[config.mk]
export PLATFORM = sky130hd
export DESIGN_NAME = carrierLoop
export DESIGN_NICKNAME = d
export VERILOG_FILES = /design/src/hdl/carrierLoopPkg.sv /design/src/hdl/errorConditioner.sv /design/src/hdl/leadGain.sv /design/src/hdl/lagGain.sv /design/src/hdl/loopNco.sv /design/src/hdl/carrierLoop.sv
export VERILOG_INCLUDE_DIRS = /design/src /design/src/hdl
export SDC_FILE = /design/constraint.sdc
export NUM_CORES = 1
export LEC_CHECK = 0
export ABC_CLOCK_PERIOD_IN_PS = 6640
export BUFFER_PORTS_ARGS = -buffer_cell sky130_fd_sc_hd__buf_4
export CORE_ASPECT_RATIO = 1.1
export CORE_UTILIZATION = 58
export CTS_BUF_LIST = sky130_fd_sc_hd__clkbuf_4
export DETAILED_ROUTE_END_ITERATION = 8
export HOLD_SLACK_MARGIN = 0.05
export PLACE_DENSITY = 0.79
export RECOVER_POWER = 100
export SLEW_MARGIN = 10
export SYNTH_ARGS = -nofsm -noshare
export SYNTH_HDL_FRONTEND = slang
export SYNTH_SLANG_ARGS = --single-unit
export TNS_END_PERCENT = 5
[constraint.sdc]
create_clock -name clk -period 6.64 [get_ports clk]
set_input_delay 0.332 -clock clk [delete_from_list [all_inputs] [get_ports clk]]
set_output_delay 0.332 -clock clk [all_outputs]
set_load 0.02 [all_outputs]
[src/hdl/carrierLoop_defines.svh]
`ifndef CARRIER_LOOP_DEFINES_SVH
`define CARRIER_LOOP_DEFINES_SVH

// raw phase detector error width
`define RAW_ERR_W 12

// conditioned error width
`define ERR_W 8

// gain exponent width
`define EXP_W 5

// lead, lag, frequency word and phase accumulator width
`define ACC_W 32

// NCO phase bits brought out
`define PHASE_OUT_W 12

// consecutive small errors needed before lock
`define LOCK_COUNT 16

`endif

[src/hdl/carrierLoopPkg.sv]
`include "carrierLoop_defines.svh"

package carrierLoopPkg;

    typedef logic signed [`RAW_ERR_W-1:0] rawError_t;
    typedef logic signed [`ERR_W-1:0]     loopError_t;
    typedef logic        [`EXP_W-1:0]     gainExp_t;   // 0 turns the path off
    typedef logic signed [`ACC_W-1:0]     loopAcc_t;
    typedef logic        [`PHASE_OUT_W-1:0] ncoPhase_t;

    typedef enum logic {
        SEARCH,
        LOCKED
    } lockState_t;

    // exponent ERR_W-1 leaves the error at its natural weight
    function automatic loopAcc_t scaleError(loopError_t err, gainExp_t gExp);
        loopAcc_t errExt;
        errExt = err; // sign extends
        if (gExp == '0) begin
            return '0;
        end else if (gExp < (`ERR_W - 1)) begin
            return errExt >>> ((`ERR_W - 1) - gExp);
        end else begin
            return errExt << (gExp - (`ERR_W - 1));
        end
    endfunction

endpackage

[src/hdl/errorConditioner.sv]
`timescale 1ns/1ps
`include "carrierLoop_defines.svh"

module errorConditioner (
    input  logic                    clk,
    input  logic                    reset,
    input  carrierLoopPkg::rawError_t  phaseError,
    input  logic                    errorValid,
    input  carrierLoopPkg::loopError_t lockThreshold,
    output carrierLoopPkg::loopError_t errSample,
    output logic                    errEn,
    output logic                    inSync
);

    localparam int DROP_W  = `RAW_ERR_W - `ERR_W;
    localparam int COUNT_W = $clog2(`LOCK_COUNT + 1);
    localparam logic signed [`RAW_ERR_W:0] HALF_LSB = 1 << (DROP_W - 1);
    localparam logic [COUNT_W-1:0] LOCK_CNT = COUNT_W'(`LOCK_COUNT);

    logic signed [`RAW_ERR_W:0] roundSum;   // one guard bit for the rounding carry
    logic signed [`ERR_W:0]     rounded;
    carrierLoopPkg::loopError_t errSat;
    logic        [`ERR_W-1:0]   errMag;
    logic signed [`ERR_W:0]     magExt;
    logic signed [`ERR_W:0]     thrExt;
    logic                       isSmall;

    carrierLoopPkg::lockState_t lockState;
    logic [COUNT_W-1:0]         smallCount;

    // round half up and drop the low bits
    assign roundSum = phaseError + HALF_LSB;
    assign rounded  = roundSum[`RAW_ERR_W:DROP_W];

    always_comb begin
        if (rounded[`ERR_W] != rounded[`ERR_W-1]) begin
            // out of range so pin to the rail on the sign side
            errSat = {rounded[`ERR_W], {(`ERR_W-1){~rounded[`ERR_W]}}};
        end else begin
            errSat = rounded[`ERR_W-1:0];
        end
    end

    assign errMag  = errSat[`ERR_W-1] ? -errSat : errSat; // -128 gives 128 unsigned
    assign magExt  = {1'b0, errMag};
    assign thrExt  = lockThreshold;
    assign isSmall = (magExt < thrExt);

    always_ff @(posedge clk) begin
        if (errorValid) begin
            errSample <= errSat;
        end
    end

    always_ff @(posedge clk or posedge reset) begin
        if (reset) begin
            errEn <= 1'b0;
        end else begin
            errEn <= errorValid;  // single cycle since valids are spaced
        end
    end

    // lock FSM counting a run of small errors
    always_ff @(posedge clk or posedge reset) begin
        if (reset) begin
            lockState  <= carrierLoopPkg::SEARCH;
            smallCount <= '0;
        end else if (errorValid) begin
            if (!isSmall) begin
                lockState  <= carrierLoopPkg::SEARCH;
                smallCount <= '0;
            end else if (lockState == carrierLoopPkg::SEARCH) begin
                if (smallCount == LOCK_CNT) begin
                    lockState <= carrierLoopPkg::LOCKED; // full run already counted so this one locks
                end else begin
                    smallCount <= smallCount + 1'b1;
                end
            end
        end
    end

    assign inSync = (lockState == carrierLoopPkg::LOCKED);

endmodule

[src/hdl/leadGain.sv]
`timescale 1ns/1ps

module leadGain (
    input  logic                       clk,
    input  logic                       reset,
    input  logic                       errEn,
    input  carrierLoopPkg::loopError_t errSample,
    input  carrierLoopPkg::gainExp_t   leadExp,
    output carrierLoopPkg::loopAcc_t   leadTerm
);

    carrierLoopPkg::loopAcc_t leadNext;

    // proportional term, no memory beyond the current sample
    assign leadNext = carrierLoopPkg::scaleError(errSample, leadExp);

    always_ff @(posedge clk or posedge reset) begin
        if (reset) begin
            leadTerm <= '0;
        end else if (errEn) begin
            leadTerm <= leadNext;
        end
    end

endmodule

[src/hdl/lagGain.sv]
`timescale 1ns/1ps

module lagGain (
    input  logic                       clk,
    input  logic                       reset,
    input  logic                       errEn,
    input  carrierLoopPkg::loopError_t errSample,
    input  carrierLoopPkg::gainExp_t   lagExp,
    input  carrierLoopPkg::loopAcc_t   limit,
    input  carrierLoopPkg::loopAcc_t   sweepOffsetMag,
    input  logic                       inSync,
    output carrierLoopPkg::loopAcc_t   lagAccum
);

    carrierLoopPkg::loopAcc_t lagError;     // scaled error of the previous sample
    carrierLoopPkg::loopAcc_t sweepOffset;  // added on this update
    carrierLoopPkg::loopAcc_t sweepMag;     // signed step, flips at each limit
    carrierLoopPkg::loopAcc_t upperLimit;
    carrierLoopPkg::loopAcc_t lowerLimit;
    carrierLoopPkg::loopAcc_t sum;

    assign upperLimit = limit;
    assign lowerLimit = -limit;
    assign sum        = lagAccum + lagError + sweepOffset;  // wraps

    // integrator state, lagError pipelines by one sample
    always_ff @(posedge clk or posedge reset) begin
        if (reset) begin
            lagError    <= '0;
            lagAccum    <= '0;
            sweepOffset <= '0;
            sweepMag    <= '0;
        end else if (errEn) begin
            lagError <= carrierLoopPkg::scaleError(errSample, lagExp);
            if (inSync) begin
                lagAccum    <= sum;   // free running in lock
                sweepOffset <= '0;
            end else if (sum >= upperLimit) begin
                lagAccum    <= upperLimit;
                sweepOffset <= -sweepOffsetMag; // turn around, head down
                sweepMag    <= -sweepOffsetMag;
            end else if (sum <= lowerLimit) begin
                lagAccum    <= lowerLimit;
                sweepOffset <= sweepOffsetMag;  // head back up
                sweepMag    <= sweepOffsetMag;
            end else begin
                lagAccum    <= sum;
                sweepOffset <= sweepMag;
                if (sweepMag == '0) begin
                    // first pass after reset sweeps upward
                    sweepMag <= sweepOffsetMag;
                end
            end
        end
    end

endmodule

[src/hdl/loopNco.sv]
`timescale 1ns/1ps
`include "carrierLoop_defines.svh"

module loopNco (
    input  logic                      clk,
    input  logic                      reset,
    input  logic                      errEn,
    input  carrierLoopPkg::loopAcc_t  leadTerm,
    input  carrierLoopPkg::loopAcc_t  lagAccum,
    output carrierLoopPkg::loopAcc_t  freqWord,
    output carrierLoopPkg::ncoPhase_t ncoPhase
);

    logic                     errEnDly;  // lead and lag are settled one cycle after errEn
    carrierLoopPkg::loopAcc_t phaseAcc;

    always_ff @(posedge clk or posedge reset) begin
        if (reset) begin
            errEnDly <= 1'b0;
            freqWord <= '0;
        end else begin
            errEnDly <= errEn;
            if (errEnDly) begin
                freqWord <= leadTerm + lagAccum; // wrapping sum
            end
        end
    end

    // phase advances every clock, not just per sample
    always_ff @(posedge clk or posedge reset) begin
        if (reset) begin
            phaseAcc <= '0;
        end else begin
            phaseAcc <= phaseAcc + freqWord;
        end
    end

    assign ncoPhase = phaseAcc[`ACC_W-1 -: `PHASE_OUT_W];

endmodule

[src/hdl/carrierLoop.sv]
`timescale 1ns/1ps

module carrierLoop (
    input  logic                       clk,
    input  logic                       reset,
    input  carrierLoopPkg::rawError_t  phaseError,
    input  logic                       errorValid,
    input  carrierLoopPkg::gainExp_t   leadExp,
    input  carrierLoopPkg::gainExp_t   lagExp,
    input  carrierLoopPkg::loopAcc_t   limit,
    input  carrierLoopPkg::loopAcc_t   sweepOffsetMag,
    input  carrierLoopPkg::loopError_t lockThreshold,
    output carrierLoopPkg::loopAcc_t   freqWord,
    output carrierLoopPkg::ncoPhase_t  ncoPhase,
    output logic                       carrierInSync
);

    carrierLoopPkg::loopError_t errSample;
    logic                       errEn;
    logic                       inSync;
    carrierLoopPkg::loopAcc_t   leadTerm;
    carrierLoopPkg::loopAcc_t   lagAccum;

    errorConditioner conditioner (
        .clk           (clk),
        .reset         (reset),
        .phaseError    (phaseError),
        .errorValid    (errorValid),
        .lockThreshold (lockThreshold),
        .errSample     (errSample),
        .errEn         (errEn),
        .inSync        (inSync)
    );

    leadGain leadPath (
        .clk       (clk),
        .reset     (reset),
        .errEn     (errEn),
        .errSample (errSample),
        .leadExp   (leadExp),
        .leadTerm  (leadTerm)
    );

    lagGain lagPath (
        .clk            (clk),
        .reset          (reset),
        .errEn          (errEn),
        .errSample      (errSample),
        .lagExp         (lagExp),
        .limit          (limit),
        .sweepOffsetMag (sweepOffsetMag),
        .inSync         (inSync),
        .lagAccum       (lagAccum)
    );

    loopNco nco (
        .clk      (clk),
        .reset    (reset),
        .errEn    (errEn),
        .leadTerm (leadTerm),
        .lagAccum (lagAccum),
        .freqWord (freqWord),
        .ncoPhase (ncoPhase)
    );

    assign carrierInSync = inSync;

endmodule

==> metrics.txt <==
status=complete, but fails checks; violated checks=capacitance limit, slew limit; instance count of the mapped netlist=2362; Seq/Total Area, Yosys=29.2%; Initial Utilization=58.9%; number of synthesized flops with an enable pin=8; vias in the first global route=19200; minimum clock period=6.41 ns; Nets=2867; top cell type's share of synthesized area=28.1%; height of the die=200 um; Root Buffer=clkbuf_4; Synth Area per Inst=8.76 um2; Primary FF master, synth=dfrtp_1; GPL Wtd Cong=0.951; Die W=182 um; Critical Path Source=lagPath.lagAccum[1]; final wirelength=64700 um; Worst Setup End Kind=flip-flop; register bit total from synthesis=240; CTS tree=done; DR pass1 iterations=5; cell with the most instances after synthesis=dfrtp_1; routed vias=19700; most frequent cells after synthesis=232 x dfrtp_1, 195 x a21oi_1, 181 x nor2_1; FP Rows=72; cts bufs inserted=69; clk_lat worst skew=0.77 ns; ratio of cells with drive above 1 in the final layout=12.6%; Sink Count=240; Reg clk slew, reported paths=0.07 ns; maxcap violations=5; Startpoint Class=flip-flop; Final Util=66.9%; Synth cell types=86; Synth area leaders=dfrtp_1 28%, ha_1 10%, xnor2_1 4.8%; FMAX=156 MHz; WL/cell=21.1 um; DP HPWL=48500 um; Syn. warnings=0; First DRT Iteration DRCs=1414; Syn Nets=2665; routed length on met2=31300 um; final cell count without fillers=3058; r2r worst-path depth=26; WL met1=25600 um; largest net degree at the start of global routing=81; remaining antenna violation count=0; Die ar.=36400 um2; GR Overflow Total=0; top sig layer=met4; critical path arrival=7.08 ns; hold path cells=3; relative slew slack=-137%; Yosys top cell by area=dfrtp_1; area delta synth->final=13.6%; Post-Place Cells=2884; initial antenna violation count=1; Worst EP required=7.31 ns; crit-path max FO=10; WL met3=4150 um; Post-Syn Area=20700 um2; Final Hold Violating Endpoints=0; setup repair bufs after CTS=0; # DRC=0; Clock Path Buffers=3; CP Class=flip-flop to flip-flop; setup TNS=0 ns; io pins=142; Least-Margin Pin Slew=3.56 ns; core area=35100 um2; Final Skew=0.0621 ns; post-synthesis async set-or-reset flop share=96.7%; RR Startpoint=lagPath.lagAccum[1]; vias per cell=6.46; port buffer count=138; htree depth=3; total global-route track usage=35.2%; Final Max Tran Viols=275; first-pass GRT wire length=100000 um; Hold WC Path Type=input port to flip-flop; Worst Min Path Start=limit[16]; final setup fails=0; fin crit share=96.5%
## kinds of logic (layout without fill, tap and decap cells)
| logic type | Yosys count | after routing | share of synthesized area (%) |
|---|---|---|---|
| multiplexers | 96 | 96 | 5.62 |
| other | 0 | 4 | 0 |
| AO/OA/AOI/OAI | 753 | 753 | 24.2 |
| XOR/XNOR | 164 | 164 | 7.01 |
| adder cells (fa/ha/maj) | 207 | 207 | 13.7 |
| buffers and inverters | 235 | 483 | 4.61 |
| AND/OR/NAND/NOR | 667 | 667 | 15.6 |
| flip-flops | 240 | 240 | 29.2 |
## flip-flops by register name, summed over array words and instances, names as in the netlist
signal / cells
conditioner.smallCount: 5
conditioner.errSample: 8
conditioner.inSync: 1
leadPath.leadTerm: 32
nco.freqWord: 32
lagPath.lagAccum: 32
lagPath.sweepMag: 32
conditioner.errEn: 1
lagPath.sweepOffset: 32
lagPath.lagError: 32
nco.errEnDly: 1
nco.phaseAcc: 32
## metal layers
| layer | vias up | track usage, % |
|---|---|---|
| met4 | 0 | 20.6 |
| met1 | 9494 | 42.3 |
| met2 | 844 | 60.7 |
| met3 | 209 | 5.04 |
| li1 | 9200 | - |
| met5 | - | 0 |
## repair_timing
action	4_1_cts	5_1_grt
pin swaps	0	7
gates resized for setup	4	24
cloned	0	2
hold endpoints to repair	130	0
hold buffers	51	0
endpoints found under the setup margin	57	96
## cell usage in the layout, fill, tap and decap left out, types with 18 or more instances in the layout
| master | synthesis | routed |
|---|---|---|
| clkbuf_1 | 92 | 56 |
| nand3_1 | 59 | 59 |
| o21a_1 | 21 | 21 |
| nor2_1 | 181 | 179 |
| a21oi_1 | 195 | 194 |
| o22ai_1 | 22 | 22 |
| o2bb2ai_1 | 62 | 62 |
| ha_1 | 172 | 172 |
| fa_1 | 34 | 34 |
| a21o_1 | 38 | 38 |
| mux2i_1 | 37 | 34 |
| mux2_1 | 0 | 26 |
| clkbuf_4 | 0 | 99 |
| nand2b_1 | 29 | 29 |
| nor4_1 | 35 | 35 |
| xnor2_1 | 113 | 111 |
| a31oi_1 | 42 | 41 |
| nor3_1 | 58 | 54 |
| buf_4 | 12 | 130 |
| and3_1 | 26 | 26 |
| o21ai_0 | 151 | 149 |
| dfrtp_1 | 232 | 231 |
| mux2_2 | 29 | 27 |
| nand2_1 | 168 | 167 |
| a211oi_1 | 37 | 33 |
| inv_1 | 115 | 114 |
| nand4_1 | 18 | 18 |
| xor2_1 | 50 | 50 |
| dlygate4sd3_1 | 0 | 51 |
## layout make-up
cell class,instances,area [um2]
multi-input cells,1887,13700
fillers,2934,11600
flip-flops and latches,240,6050
repair buffers,247,1820
clock buffers,98,736
well taps,444,556
inverters,119,449
clock inverters,19,161
diodes,4,10.0
## path summary, 6_finish.rpt
check	end	slack, ns
hold reg to reg	nco.phaseAcc[0]	0.47
hold / removal	lagPath.lagAccum[16]	0.08
setup / recovery	lagPath.lagAccum[22]	0.23
setup reg to reg	lagPath.lagAccum[22]	0.23
max in group asynchronous	conditioner.errEn	1.81
min in group asynchronous	lagPath.lagAccum[7]	0.69
## through the flow
step                      hold slack [ns]  instance area (um2)  setup WS, ns
after global routing               0.0581                23500      -0.00514
after floorplan                     0.352                20700         0.271
after global placement              0.453                22300        0.0895
after CTS                          0.0530                23700        0.0110
after detailed placement            0.460                22300        -0.105
final                              0.0754                23500         0.230
## critical path, cell delays in order (launching register included)
cell and delay, ns:
dfrtp_1 0.37, inv_1 0.08, fa_1 0.53, inv_1 0.04, ha_1 0.24, fa_1 0.45
a211oi_2 0.23, o21ai_2 0.13, o2111ai_2 0.24, a21boi_0 0.13, o21ai_1 0.22, a21oi_1 0.15
a211o_1 0.31, a21oi_2 0.19, xnor2_2 0.16, ha_1 0.38, nand4_1 0.15, nor2_1 0.19
nand2_1 0.06, or2_2 0.28, mux2i_2 0.19, and3_1 0.32, a211o_1 0.24, nand2_2 0.22
clkbuf_2 0.31, a311o_1 0.39, a21oi_1 0.14
Power is not shown: default switching activity piles up to over one toggle a cycle in this logic, so the estimate is an artifact.
